<file path="config.mk">
export PLATFORM = sky130hd
export DESIGN_NAME = bulk_in_bridge
export DESIGN_NICKNAME = d
export VERILOG_FILES = /design/src/hw/telemetry_pkg.sv /design/src/hw/usb_pkg.sv /design/src/hw/axis_skid.sv /design/src/hw/bulk_in_bridge.sv /design/src/hw/endpoint_arbiter.sv /design/src/hw/reset_sync.sv /design/src/hw/telemetry_capture.sv
export SDC_FILE = /design/constraint.sdc
export NUM_CORES = 1
export LEC_CHECK = 0
export BUFFER_PORTS_ARGS = -buffer_cell sky130_fd_sc_hd__buf_2
export CORE_MARGIN = 4
export CORE_UTILIZATION = 34
export CTS_CLUSTER_DIAMETER = 150
export CTS_CLUSTER_SIZE = 40
export DETAILED_ROUTE_END_ITERATION = 6
export SLEW_MARGIN = 20
export SYNTH_ARGS = -nofsm -noshare
export SYNTH_HDL_FRONTEND = slang
export SYNTH_SLANG_ARGS = --single-unit
</file>
<file path="constraint.sdc">
create_clock -name clock -period 2.6 [get_ports clock]
set_input_delay 0.52 -clock clock [delete_from_list [all_inputs] [get_ports clock]]
set_output_delay 0.52 -clock clock [all_outputs]
set_load 0.005 [all_outputs]
</file>
<file path="src/hw/telemetry_pkg.sv">
package telemetry_pkg;

  // single-cycle event strobes from the usb core
  typedef struct packed {
    logic sof;
    logic token;
    logic crc_error;
    logic timeout;
    logic bus_reset;
  } usb_events_t;

  localparam int timestamp_width = 11;

  // event mask in the top bits, free-running timestamp below
  typedef struct packed {
    usb_events_t                events;
    logic [timestamp_width-1:0] timestamp;
  } telemetry_record_t;

  localparam int fifo_depth = 64;
  localparam int fifo_addr_width = $clog2(fifo_depth);

  // occupancy needs one bit more than the address, to tell full from empty
  typedef logic [fifo_addr_width:0] level_t;

  localparam level_t present_level = 7'd4;
  localparam level_t ready_level = 7'd16;

  // byte-wise readout of each record
  typedef enum logic [1:0] {
    read_low,
    read_high,
    read_gap
  } readout_state_e;

endpackage

</file>
<file path="src/hw/usb_pkg.sv">
package usb_pkg;

  // bytes per stream beat are 8 bits wide
  localparam int data_width = 8;

  // one bulk-IN stream beat, byte wide
  typedef struct packed {
    logic [data_width-1:0] tdata;
    logic                  tkeep;
    logic                  tlast;  // final byte of a packet
  } axis_beat_t;

  // endpoint number as announced by the transaction engine
  typedef logic [3:0] endpoint_t;

  // telemetry is read back through this IN endpoint
  localparam endpoint_t telemetry_ep = 4'd2;

  // max bulk packet payload in bytes
  localparam int bulk_max_bytes = 64;

  // width of the per-packet byte counter
  localparam int pkt_count_width = $clog2(bulk_max_bytes);

endpackage

</file>
<file path="src/hw/axis_skid.sv">
`timescale 1ns/1ps

module axis_skid (
  input  logic                clock,
  input  logic                areset_n,
  input  logic                usb_reset_i,
  input  usb_pkg::axis_beat_t s_beat_i,
  input  logic                s_tvalid_i,
  input  logic                m_tready_i,
  output logic                s_tready_o,
  output usb_pkg::axis_beat_t m_beat_o,
  output logic                m_tvalid_o
);

  usb_pkg::axis_beat_t m_beat_q;
  usb_pkg::axis_beat_t skid_beat_q;
  logic                m_tvalid_q;
  logic                skid_valid_q;
  logic                out_free;

  // main register empties or drains this cycle
  assign out_free = m_tready_i || !m_tvalid_q;

  // ready comes from a register only
  assign s_tready_o = ~skid_valid_q;

  always_ff @(posedge clock or negedge areset_n) begin
    if (!areset_n) begin
      m_tvalid_q   <= 1'b0;
      skid_valid_q <= 1'b0;
    end else if (usb_reset_i) begin
      m_tvalid_q   <= 1'b0;
      skid_valid_q <= 1'b0;
    end else begin
      if (out_free) begin
        m_tvalid_q   <= skid_valid_q || s_tvalid_i;
        skid_valid_q <= 1'b0;  // skid drains into main
      end else if (s_tvalid_i && !skid_valid_q) begin
        skid_valid_q <= 1'b1;  // output stalled, park the beat
      end
    end
  end

  always_ff @(posedge clock) begin
    if (out_free) begin
      m_beat_q <= skid_valid_q ? skid_beat_q : s_beat_i;
    end
    if (!skid_valid_q) begin
      skid_beat_q <= s_beat_i;  // track input while empty
    end
  end

  assign m_beat_o   = m_beat_q;
  assign m_tvalid_o = m_tvalid_q;

endmodule

</file>
<file path="src/hw/bulk_in_bridge.sv">
`timescale 1ns/1ps

module bulk_in_bridge (
  input  logic                       clock,
  input  logic                       areset_n,
  input  logic                       usb_bus_reset_i,
  input  telemetry_pkg::usb_events_t usb_events_i,
  input  usb_pkg::endpoint_t         blk_endpt_i,
  input  logic                       blk_in_ready_i,
  input  usb_pkg::axis_beat_t        s_axis_i,
  input  logic                       s_axis_tvalid_i,
  output logic                       s_axis_tready_o,
  input  logic                       m_axis_tready_i,
  output logic                       reset_no,
  output logic                       usb_reset_o,
  output usb_pkg::axis_beat_t        m_axis_o,
  output logic                       m_axis_tvalid_o,
  output logic                       blk_in_ready_o,
  output logic                       has_telemetry_o
);

  usb_pkg::axis_beat_t   tele_beat;
  logic                  tele_tvalid;
  logic                  tele_tready;
  telemetry_pkg::level_t tele_level;

  usb_pkg::axis_beat_t   mux_beat;
  logic                  mux_tvalid;
  logic                  mux_tready;

  reset_sync u_reset_sync (
    .clock           (clock),
    .areset_n        (areset_n),
    .usb_bus_reset_i (usb_bus_reset_i),
    .reset_no        (reset_no),
    .usb_reset_o     (usb_reset_o)
  );

  // kept out of the core reset so bus resets get logged
  telemetry_capture u_telemetry_capture (
    .clock        (clock),
    .reset_n_i    (reset_no),
    .usb_events_i (usb_events_i),
    .tready_i     (tele_tready),
    .beat_o       (tele_beat),
    .tvalid_o     (tele_tvalid),
    .level_o      (tele_level)
  );

  endpoint_arbiter u_endpoint_arbiter (
    .clock           (clock),
    .areset_n        (areset_n),
    .usb_reset_i     (usb_reset_o),
    .blk_endpt_i     (blk_endpt_i),
    .blk_in_ready_i  (blk_in_ready_i),
    .level_i         (tele_level),
    .user_beat_i     (s_axis_i),
    .user_tvalid_i   (s_axis_tvalid_i),
    .tele_beat_i     (tele_beat),
    .tele_tvalid_i   (tele_tvalid),
    .tready_i        (mux_tready),
    .user_tready_o   (s_axis_tready_o),
    .tele_tready_o   (tele_tready),
    .beat_o          (mux_beat),
    .tvalid_o        (mux_tvalid),
    .blk_in_ready_o  (blk_in_ready_o),
    .has_telemetry_o (has_telemetry_o)
  );

  axis_skid u_axis_skid (
    .clock       (clock),
    .areset_n    (areset_n),
    .usb_reset_i (usb_reset_o),
    .s_beat_i    (mux_beat),
    .s_tvalid_i  (mux_tvalid),
    .m_tready_i  (m_axis_tready_i),
    .s_tready_o  (mux_tready),
    .m_beat_o    (m_axis_o),
    .m_tvalid_o  (m_axis_tvalid_o)
  );

endmodule

</file>
<file path="src/hw/endpoint_arbiter.sv">
`timescale 1ns/1ps

module endpoint_arbiter (
  input  logic                  clock,
  input  logic                  areset_n,
  input  logic                  usb_reset_i,
  input  usb_pkg::endpoint_t    blk_endpt_i,
  input  logic                  blk_in_ready_i,
  input  telemetry_pkg::level_t level_i,
  input  usb_pkg::axis_beat_t   user_beat_i,
  input  logic                  user_tvalid_i,
  input  usb_pkg::axis_beat_t   tele_beat_i,
  input  logic                  tele_tvalid_i,
  input  logic                  tready_i,
  output logic                  user_tready_o,
  output logic                  tele_tready_o,
  output usb_pkg::axis_beat_t   beat_o,
  output logic                  tvalid_o,
  output logic                  blk_in_ready_o,
  output logic                  has_telemetry_o
);

  logic tele_sel_q;
  logic blk_in_ready_q;

  always_ff @(posedge clock or negedge areset_n) begin
    if (!areset_n) begin
      tele_sel_q     <= 1'b0;
      blk_in_ready_q <= 1'b0;
    end else begin
      if (usb_reset_i) tele_sel_q <= 1'b0;
      else tele_sel_q <= (blk_endpt_i == usb_pkg::telemetry_ep);
      // enough queued telemetry also asks for an IN transfer
      blk_in_ready_q <= blk_in_ready_i || (level_i >= telemetry_pkg::ready_level);
    end
  end

  assign beat_o   = tele_sel_q ? tele_beat_i : user_beat_i;
  assign tvalid_o = tele_sel_q ? tele_tvalid_i : user_tvalid_i;

  assign user_tready_o = ~tele_sel_q & tready_i;  // deselected peer is stalled
  assign tele_tready_o = tele_sel_q & tready_i;

  assign blk_in_ready_o  = blk_in_ready_q;
  assign has_telemetry_o = (level_i >= telemetry_pkg::present_level);

endmodule

</file>
<file path="src/hw/reset_sync.sv">
`timescale 1ns/1ps

module reset_sync (
  input  logic clock,
  input  logic areset_n,
  input  logic usb_bus_reset_i,
  output logic reset_no,
  output logic usb_reset_o
);

  logic [1:0] sync_q;  // metastability pair
  logic       core_n_q;

  // async assert, sync release
  always_ff @(posedge clock or negedge areset_n) begin
    if (!areset_n) begin
      sync_q   <= 2'b00;
      core_n_q <= 1'b0;
    end else begin
      sync_q   <= {sync_q[0], 1'b1};
      core_n_q <= sync_q[1] & ~usb_bus_reset_i;  // bus reset pulls the core back
    end
  end

  assign reset_no    = sync_q[1];
  assign usb_reset_o = ~core_n_q;

endmodule

</file>
<file path="src/hw/telemetry_capture.sv">
`timescale 1ns/1ps

module telemetry_capture (
  input  logic                       clock,
  input  logic                       reset_n_i,
  input  telemetry_pkg::usb_events_t usb_events_i,
  input  logic                       tready_i,
  output usb_pkg::axis_beat_t        beat_o,
  output logic                       tvalid_o,
  output telemetry_pkg::level_t      level_o
);

  logic [telemetry_pkg::timestamp_width-1:0] timestamp_q;

  telemetry_pkg::telemetry_record_t mem [telemetry_pkg::fifo_depth];
  telemetry_pkg::telemetry_record_t rd_record;

  logic [telemetry_pkg::fifo_addr_width-1:0] wr_ptr_q;
  logic [telemetry_pkg::fifo_addr_width-1:0] rd_ptr_q;
  telemetry_pkg::level_t                     level_q;

  telemetry_pkg::readout_state_e        state_q;
  logic [usb_pkg::pkt_count_width-1:0]  byte_cnt_q;
  logic                                 last_q;  // decided at the low byte

  logic wr_en;
  logic xfer;
  logic rd_done;

  // drop new records while full
  assign wr_en = (|usb_events_i) &&
                 (level_q != telemetry_pkg::level_t'(telemetry_pkg::fifo_depth));
  assign xfer    = tvalid_o && tready_i;
  assign rd_done = xfer && (state_q == telemetry_pkg::read_high);

  assign rd_record = mem[rd_ptr_q];

  // free-running, wraps at 11 bits
  always_ff @(posedge clock or negedge reset_n_i) begin
    if (!reset_n_i) begin
      timestamp_q <= '0;
    end else begin
      timestamp_q <= timestamp_q + 1'b1;
    end
  end

  always_ff @(posedge clock) begin
    if (wr_en) begin
      mem[wr_ptr_q] <= '{events: usb_events_i, timestamp: timestamp_q};
    end
  end

  always_ff @(posedge clock or negedge reset_n_i) begin
    if (!reset_n_i) begin
      wr_ptr_q <= '0;
      rd_ptr_q <= '0;
      level_q  <= '0;
    end else begin
      if (wr_en) wr_ptr_q <= wr_ptr_q + 1'b1;
      if (rd_done) rd_ptr_q <= rd_ptr_q + 1'b1;  // record leaves after its high byte
      case ({wr_en, rd_done})
        2'b10:   level_q <= level_q + 1'b1;
        2'b01:   level_q <= level_q - 1'b1;
        default: level_q <= level_q;
      endcase
    end
  end

  // readout FSM, low byte first
  always_ff @(posedge clock or negedge reset_n_i) begin
    if (!reset_n_i) begin
      state_q    <= telemetry_pkg::read_low;
      byte_cnt_q <= '0;
      last_q     <= 1'b0;
    end else begin
      case (state_q)
        telemetry_pkg::read_low: begin
          if (xfer) begin
            state_q <= telemetry_pkg::read_high;
            // only record stored, or the high byte fills the packet
            last_q  <= (level_q == telemetry_pkg::level_t'(1)) ||
                       (byte_cnt_q == usb_pkg::bulk_max_bytes - 2);
          end
        end
        telemetry_pkg::read_high: begin
          if (xfer) begin
            state_q <= last_q ? telemetry_pkg::read_gap : telemetry_pkg::read_low;
          end
        end
        telemetry_pkg::read_gap: state_q <= telemetry_pkg::read_low;  // one idle cycle
        default: state_q <= telemetry_pkg::read_low;
      endcase
      if (xfer) begin
        byte_cnt_q <= beat_o.tlast ? '0 : byte_cnt_q + 1'b1;
      end
    end
  end

  always_comb begin
    case (state_q)
      telemetry_pkg::read_low:  tvalid_o = (level_q != '0);
      telemetry_pkg::read_high: tvalid_o = 1'b1;
      default:                  tvalid_o = 1'b0;
    endcase
  end

  assign beat_o.tdata = (state_q == telemetry_pkg::read_high) ? rd_record[15:8] :
                                                                rd_record[7:0];
  assign beat_o.tkeep = 1'b1;
  assign beat_o.tlast = (state_q == telemetry_pkg::read_high) && last_q;

  assign level_o = level_q;

endmodule

</file>
==> metrics.csv, run 1 <==
metric,value,unit
netlist_area,0.0421,sq mm
vias_per_cell,5.29,
synthAdderAreaFrac,0.267,%
drtIter0Drc,2201,
synthArstFlopShare,4.22,%
synth_compound_area_share,3.07,%
status,finished with violations,
cts.sinks,1090,
synth-edff-count,1034,
min_path_type,primary input to flop,
peakVddDrop,0.000500,V
grt_max_degree,66,
power.switching,10.7,mW
synth_cell_types,52,
pwr-share-clk,18.6,%
drv_slew,0,
drc,0,
slew_headroom,27.5,%
p_sw_share,27.6,%
pin_count,41,
routed_wl,103,mm
antennaDiodeCount,0,
ys_ff_latch,1090,
min_from,s_axis_i[0],
final-setup-viol-count,430,
crit_path_top_delay_cell,dfrtp_1,
vias,20928,
rows,128,
ant_nets,0,
comb_power_share,28.0,%
worst_pin_slew,1.08,ns
clk_latency,0.68,ns
met3_length,6.25,mm
r2r_cells,14,
final_area,0.0495,sq mm
grt_pass1_wl,149,mm
r2r_slack,-0.17,ns
synth_nets,2085,
cp.arrival,3.17,ns
finClkSkew,0.0481,ns
dieHeight,360,microns
worst_setup_hold_path_clk_slew,0.14,ns
crit_path_end_kind,flop,
yosys.area_share.simple,2.86,%
synth-seq-area-share,76.9,%
hpwl,63.9,mm
dieArea,0.130,sq mm
grt_pass1_vias,21216,
top_layer_used,met4,
synth_top_flop_cell,edfxtp_1,
drive_gt1_share,30.5,%
seq_power_share,53.4,%
regToRegStartpoint,u_telemetry_capture.level_o[0],
track_usage,15.4,%
critical_path.max_fanout,8,
nets,2340,
cpMostUsedCell,buf_12,
wl_met1,45.6,mm
period_share,107,%
numPortBuffers,40,
leakage,15.7,nW
final_cell_mix,"1034 x edfxtp_1, 206 x mux4_2, 143 x buf_4",
area_delta_synth_final,17.4,%
min_to,u_axis_skid.skid_beat_q[0],
criticalPathCategory,flop to flop,
hold_depth,2,
cts_root_buf,clkbuf_16,
finalPower,38.7,mW
crit_chain,inv_2 -> ha_4 -> or3b_4 -> nor3_4 -> buf_12 -> a22oi_2 -> buf_4 -> and2_4 -> nand3b_1 -> buf_12 -> buf_12 -> buf_8 -> nor2_4 -> clkbuf_16,
critPathLaunchType,flop,
yosys_warnings,0,
synthMuxAreaShare,14.8,%
dr.pass1.iters,5,
htreeDepth,1,
core_region_area,0.122,sq mm
period_needed,2.77,ns
yosys.area_share.xor_xnor,0.603,%
cts.path.max_buffers,3,
critical_path_buf_inv_count,7,
syn_inst,2051,
finalHoldViolations,0,
final_common_cell,edfxtp_1,
dp_slack,-0.711,ns
dr_wl_met2,49.1,mm
routedWlPerCell,26.0,microns
startpoint,u_telemetry_capture.level_o[0],
post-route-util,40.4,%
fin_ws,-0.172,ns
cts-buffers-inserted,31,
gp_congestion,0.856,
fmax,0.361,GHz
dpl-instance-area,0.0466,sq mm
critical_path.max_stage_delay,0.40,ns
synth_top_family_by_area,multiplexers,
rsz0062_at_grt,yes,
overflow,0,
cts_tree,done,
crit_required,3.00,ns
grt_antenna_before_repair,0,
avgSynthCellArea,20.5,sq um
regToRegEndpoint,u_telemetry_capture.mem[61][14],
setup-tns-final,-31.61,ns
die_w,360,microns
path_delay_family,buffers and inverters,
maxCapViolCount,0,
violations,setup timing,
power.density,783,mW/mm^2
initial_core_util,34.4,%
internal-power,28.0,mW
power by group through the flow:
stage / clock (mW) / sequential, mW / combinational (mW)
final: 7.20 / 20.7 / 10.8
after CTS: 7.36 / 20.7 / 10.4
after global placement: 0 / 21.0 / 8.97
after detailed placement: 0 / 21.1 / 9.08
after floorplan: 0 / 20.9 / 5.52
after global routing: 7.99 / 20.8 / 11.5
layout make-up:
cell class              instances  area [sq um]
fillers                     10729         72900
flip-flops and latches       1090         32400
multi-input cells             842          9830
repair buffers                332          4220
well taps                    1625          2030
clock buffers                  56           870
clock inverters                 2          38.8
inverters                       9          33.8
through the flow:
step | std cells | hold slack (ns)
after floorplan | 2051 | 0.224
after global placement | 3825 | 0.345
after detailed placement | 3825 | 0.352
after CTS | 3939 | 0.0841
after global routing | 3956 | 0.105
final | 3956 | 0.114
state kept, by name, indices dropped and copies added, names as in the netlist:
name and cells:
u_endpoint_arbiter.tele_sel_q 1, u_reset_sync.sync_q 2, u_telemetry_capture.level_o 7, u_telemetry_capture.byte_cnt_q 6, u_telemetry_capture.state_q 2, u_telemetry_capture.last_q 1, u_axis_skid.m_beat_o 10, u_reset_sync.core_n_q 1
u_telemetry_capture.mem 1024, u_telemetry_capture.wr_ptr_q 6, u_axis_skid.skid_beat_q 10, u_axis_skid.m_tvalid_o 1, u_endpoint_arbiter.blk_in_ready_o 1, u_telemetry_capture.timestamp_q 11, u_axis_skid.skid_valid_q 1, u_telemetry_capture.rd_ptr_q 6
repair_timing:
action / 4_1_cts / 5_1_grt
setup endpoints to repair: 1052 / 825
cloned: 18 / 2
hold buffers: 5 / 0
hold endpoints to repair: 10 / 0
gates resized for setup: 126 / 75
buffers inserted: 33 / 20
pin swaps: 26 / 17
worst max path at each step:
| stage | cells after the start | to | slack, ns |
|---|---|---|---|
| after floorplan | 9 | u_telemetry_capture.mem[17][0] | -0.11 |
| after global routing | 14 | u_telemetry_capture.mem[61][9] | -0.27 |
| final | 14 | u_telemetry_capture.mem[61][14] | -0.17 |
| after detailed placement | 11 | u_telemetry_capture.mem[5][2] | -0.71 |
| after CTS | 10 | u_axis_skid.m_beat_o[3] | -0.22 |
| after global placement | 11 | u_telemetry_capture.mem[5][5] | -0.73 |
worst reg2reg max path, cell delays in order (launching register included):
cell,delay (ns)
dfrtp_1,0.40
inv_2,0.06
ha_4,0.16
or3b_4,0.25
nor3_4,0.05
buf_12,0.14
a22oi_2,0.20
buf_4,0.16
and2_4,0.15
nand3b_1,0.12
buf_12,0.17
buf_12,0.12
buf_8,0.12
nor2_4,0.20
clkbuf_16,0.20
cell families after synthesis:
group	Yosys count
muxes	364
adders and majority gates	9
and+or+nand+nor	256
xor gates and xnor gates	29
buffers and inverters	119
AOI/OAI and AO/OA	183
DFF	1090
other	1
metal layers:
layer | vias up | global-route usage [%]
li1 | 8921 | -
met5 | - | 0
met3 | 79 | 2.19
met4 | 0 | 2.84
met2 | 679 | 25.0
met1 | 11249 | 22.3
synthesized netlist by cell type (3+ instances only):
| cell type | instances | area (sq um) |
|---|---|---|
| o221ai_1 | 16 | 140 |
| nor2b_1 | 11 | 68.8 |
| a211oi_1 | 9 | 67.6 |
| nand2_1 | 35 | 131 |
| o21ai_0 | 38 | 190 |
| dfrtp_1 | 46 | 1150 |
| nor3_1 | 20 | 100 |
| or3b_2 | 3 | 26.3 |
| nand3_1 | 37 | 185 |
| mux2i_1 | 157 | 1570 |
| a21oi_1 | 14 | 70.1 |
| buf_1 | 11 | 41.3 |
| o22ai_1 | 33 | 206 |
| o221a_2 | 3 | 33.8 |
| xnor2_1 | 18 | 158 |
| a22o_1 | 18 | 158 |
| buf_4 | 22 | 165 |
| xor2_1 | 11 | 96.3 |
| and2_1 | 3 | 18.8 |
| and3_1 | 7 | 43.8 |
| nand4_1 | 11 | 68.8 |
| mux4_2 | 206 | 4640 |
| or3_1 | 3 | 18.8 |
| a22oi_1 | 20 | 150 |
| nor2_1 | 106 | 398 |
| a221oi_1 | 16 | 140 |
| ha_1 | 9 | 113 |
| dfxtp_1 | 10 | 200 |
| buf_6 | 9 | 101 |
| o221a_1 | 4 | 45.0 |
| nand3b_1 | 10 | 75.1 |
| inv_1 | 9 | 33.8 |
| or2_2 | 3 | 18.8 |
| buf_2 | 26 | 130 |
| edfxtp_1 | 1034 | 31000 |
| clkbuf_1 | 42 | 158 |
Note: power is estimated with default switching activity, not from simulation.
==> run 2: changes to the inputs <==
--- a/config.mk
+++ b/config.mk
@@ -14,4 +14,5 @@
 export SLEW_MARGIN = 20
 export SYNTH_ARGS = -nofsm -noshare
 export SYNTH_HDL_FRONTEND = slang
+export SYNTH_HIERARCHICAL = 1
 export SYNTH_SLANG_ARGS = --single-unit
==> run 2 against run 1 <==
Net effect: the flow still finishes with violations (setup timing); cell count up 4.2%; count of clock-buffer cells in the layout down 1; via count grew 4.6%; register-to-register slack lost 0.59 ns; flip-flop and latch count is the same; power is 0.43% lower; global-route usage rose by 0.73 points; synthesized cell count is 3.7% higher; worst hold slack better by 0.072 ns; highest routed layer unchanged.
==> metrics.csv, run 2 <==
metric,value,unit
period_share,129,%
post-route-util,40.4,%
finalHoldViolations,0,
drv_slew,0,
slew_headroom,41.2,%
htreeDepth,1,
overflow,0,
clk_latency,0.68,ns
hpwl,69.1,mm
dieHeight,362,microns
synth_top_area_share,72.7,%
largest-register,u_telemetry_capture/mem,
synth-seq-area-share,75.9,%
violations,setup timing,
regArea,0.0324,sq mm
critical_path.max_fanout,8,
criticalPathCategory,flop to flop,
worst_setup_hold_path_clk_slew,0.14,ns
ys_ff_latch,1090,
numPortBuffers,40,
critPathLaunchType,flop,
synthTopCellsByArea,"edfxtp_1 73%, mux4_2 10%, mux2i_1 4.1%, dfrtp_1 2.7%, nand2_1 0.83%",
p_sw_share,27.7,%
drc,0,
grt_antenna_before_repair,1,
rows,129,
largest_reg_flops,1024,
power.density,768,mW/mm^2
rsz0062_at_grt,yes,
internal-power,27.9,mW
cts.path.max_buffers,3,
synth-edff-count,1034,
r2r_cells,11,
drtIter0Drc,2721,
synthArstFlopShare,4.22,%
synth_nets,2161,
track_usage,16.1,%
avgSynthCellArea,20.1,sq um
worst_pin_slew,0.882,ns
grt_pass1_vias,21909,
power.switching,10.7,mW
pwr-share-clk,18.7,%
vias_per_cell,5.31,
comb_power_share,27.8,%
peakVddDrop,0.000612,V
grt_max_degree,66,
dr.pass1.iters,5,
gp_congestion,0.901,
yosysMostFrequentCell,edfxtp_1,
fmax,0.297,GHz
syn_inst,2126,
status,finished with violations,
maxCapViolCount,0,
nets,2496,
seq_power_share,53.5,%
synth_top_flop_cell,edfxtp_1,
final-setup-viol-count,16,
vias,21891,
fin_ws,-0.764,ns
final_common_cell,edfxtp_1,
crit_required,3.04,ns
cts_root_buf,clkbuf_16,
netlist_area,0.0427,sq mm
cts.sinks,1090,
pin_count,41,
dieArea,0.131,sq mm
reg_top3,"u_telemetry_capture/mem: 1024 flops, u_telemetry_capture/timestamp_q: 11 flops",
yosys_warnings,6,
multi_input_area,0.0102,sq mm
yosysTopAreaCell,edfxtp_1,
n_fill_cell,10946,
initial_core_util,34.4,%
ant_nets,0,
crit_path_end_kind,flop,
cp.arrival,3.80,ns
cts_tree,done,
die_w,362,microns
min_path_type,primary input to asynchronous set/reset pin,
finClkSkew,0.0450,ns
area_delta_synth_final,17.6,%
final_cell_mix,"1034 x edfxtp_1, 251 x buf_4, 193 x mux4_2",
startpoint,u_telemetry_capture/rd_ptr_q[0],
core_region_area,0.124,sq mm
routedWlPerCell,26.3,microns
grt_pass1_wl,156,mm
synth_common_cells,"1034 x edfxtp_1, 190 x mux4_2, 175 x mux2i_1",
cts-buffers-inserted,31,
regToRegStartpoint,u_telemetry_capture/rd_ptr_q[0],
period_needed,3.36,ns
leakage,16.2,nW
r2r_slack,-0.76,ns
drive_gt1_share,31.9,%
routed_wl,109,mm
layoutNonFillerInstCount,4124,
dp.cells,3991,
synth_cell_types,60,
-- run 2: through the flow --
stage | setup slack, ns | total power, mW | hold WS (ns) | setup TNS (ns) | cell area (sq um)
after floorplan | -0.216 | 26.5 | 0.224 | -2.04 | 42900
after global placement | -0.946 | 29.9 | 0.334 | -273.90 | 47700
after detailed placement | -0.907 | 30.1 | 0.338 | -198.85 | 47700
after CTS | -0.759 | 37.9 | 0.137 | -10.04 | 49300
after global routing | -0.809 | 40.1 | 0.178 | -12.49 | 50200
final | -0.764 | 38.6 | 0.186 | -9.95 | 50200
-- run 2: final timing paths --
kind,endpoint
min in group clock,u_axis_skid/skid_beat_q[9]
max in group asynchronous,u_telemetry_capture/rd_ptr_q[2]
setup reg to reg,u_axis_skid/m_beat_o[5]
hold reg to reg,u_reset_sync/sync_q[1]
setup / recovery,u_axis_skid/m_beat_o[5]
hold / removal,u_axis_skid/m_tvalid_o
-- run 2: cells by family (layout without fill, tap and decap cells) --
logic type / count (synthesis) / after routing / synth area share, %
compound gates: 173 / 173 / 2.76
buf+inv: 124 / 483 / 1.63
fa+ha+maj: 10 / 10 / 0.293
flops: 1090 / 1090 / 75.9
mux: 406 / 406 / 15.6
simple gates: 292 / 292 / 3.20
xor+xnor: 29 / 29 / 0.595
other cells: 2 / 4 / 0.0176
-- run 2: area by class of cell --
cell class / instances / share of cell area, %
clock inverters: 2 / 0.0623
repair buffers: 417 / 9.12
inverters: 9 / 0.0673
diodes: 2 / 0.00997
multi-input cells: 912 / 20.4
clock buffers: 55 / 1.72
well taps: 1637 / 4.08
flip-flops and latches: 1090 / 64.6
-- run 2: what timing repair did --
| item | in CTS | in global routing |
|---|---|---|
| pin swaps | 10 | 37 |
| endpoints found under the hold margin | 10 | 0 |
| gates cloned | 4 | 6 |
| resized for setup | 80 | 57 |
| buffers inserted | 19 | 44 |
| endpoints found under the setup margin | 359 | 171 |
| hold buffers | 5 | 0 |
-- run 2: layer usage --
metal / track usage (%) / share of wire [%] / vias up
met5: 0 / 0 / -
met3: 1.58 / 6.4 / 100
met4: 3.63 / 2.4 / 0
li1: - / - / 9265
met1: 23.3 / 43 / 11743
met2: 26.5 / 48 / 783
-- run 2: power by group through the flow --
stage / Clock [mW] / Sequential [mW] / Combinational, mW
final: 7.21 / 20.6 / 10.7
after global routing: 7.99 / 20.7 / 11.3
after CTS: 7.42 / 20.6 / 9.90
after detailed placement: 0 / 21.0 / 9.04
after global placement: 0 / 21.0 / 8.93
after floorplan: 0 / 20.9 / 5.63
-- run 2: worst max-delay path: stages (launching register included) --
cell      delay (ns)
dfrtp_4         0.45
buf_12          0.15
buf_12          0.16
buf_12          0.13
mux4_2          0.49
mux4_2          0.50
nor2_4          0.11
a21oi_2         0.05
a221oi_2        0.36
a31oi_2         0.12
mux2_4          0.29
mux2_4          0.27
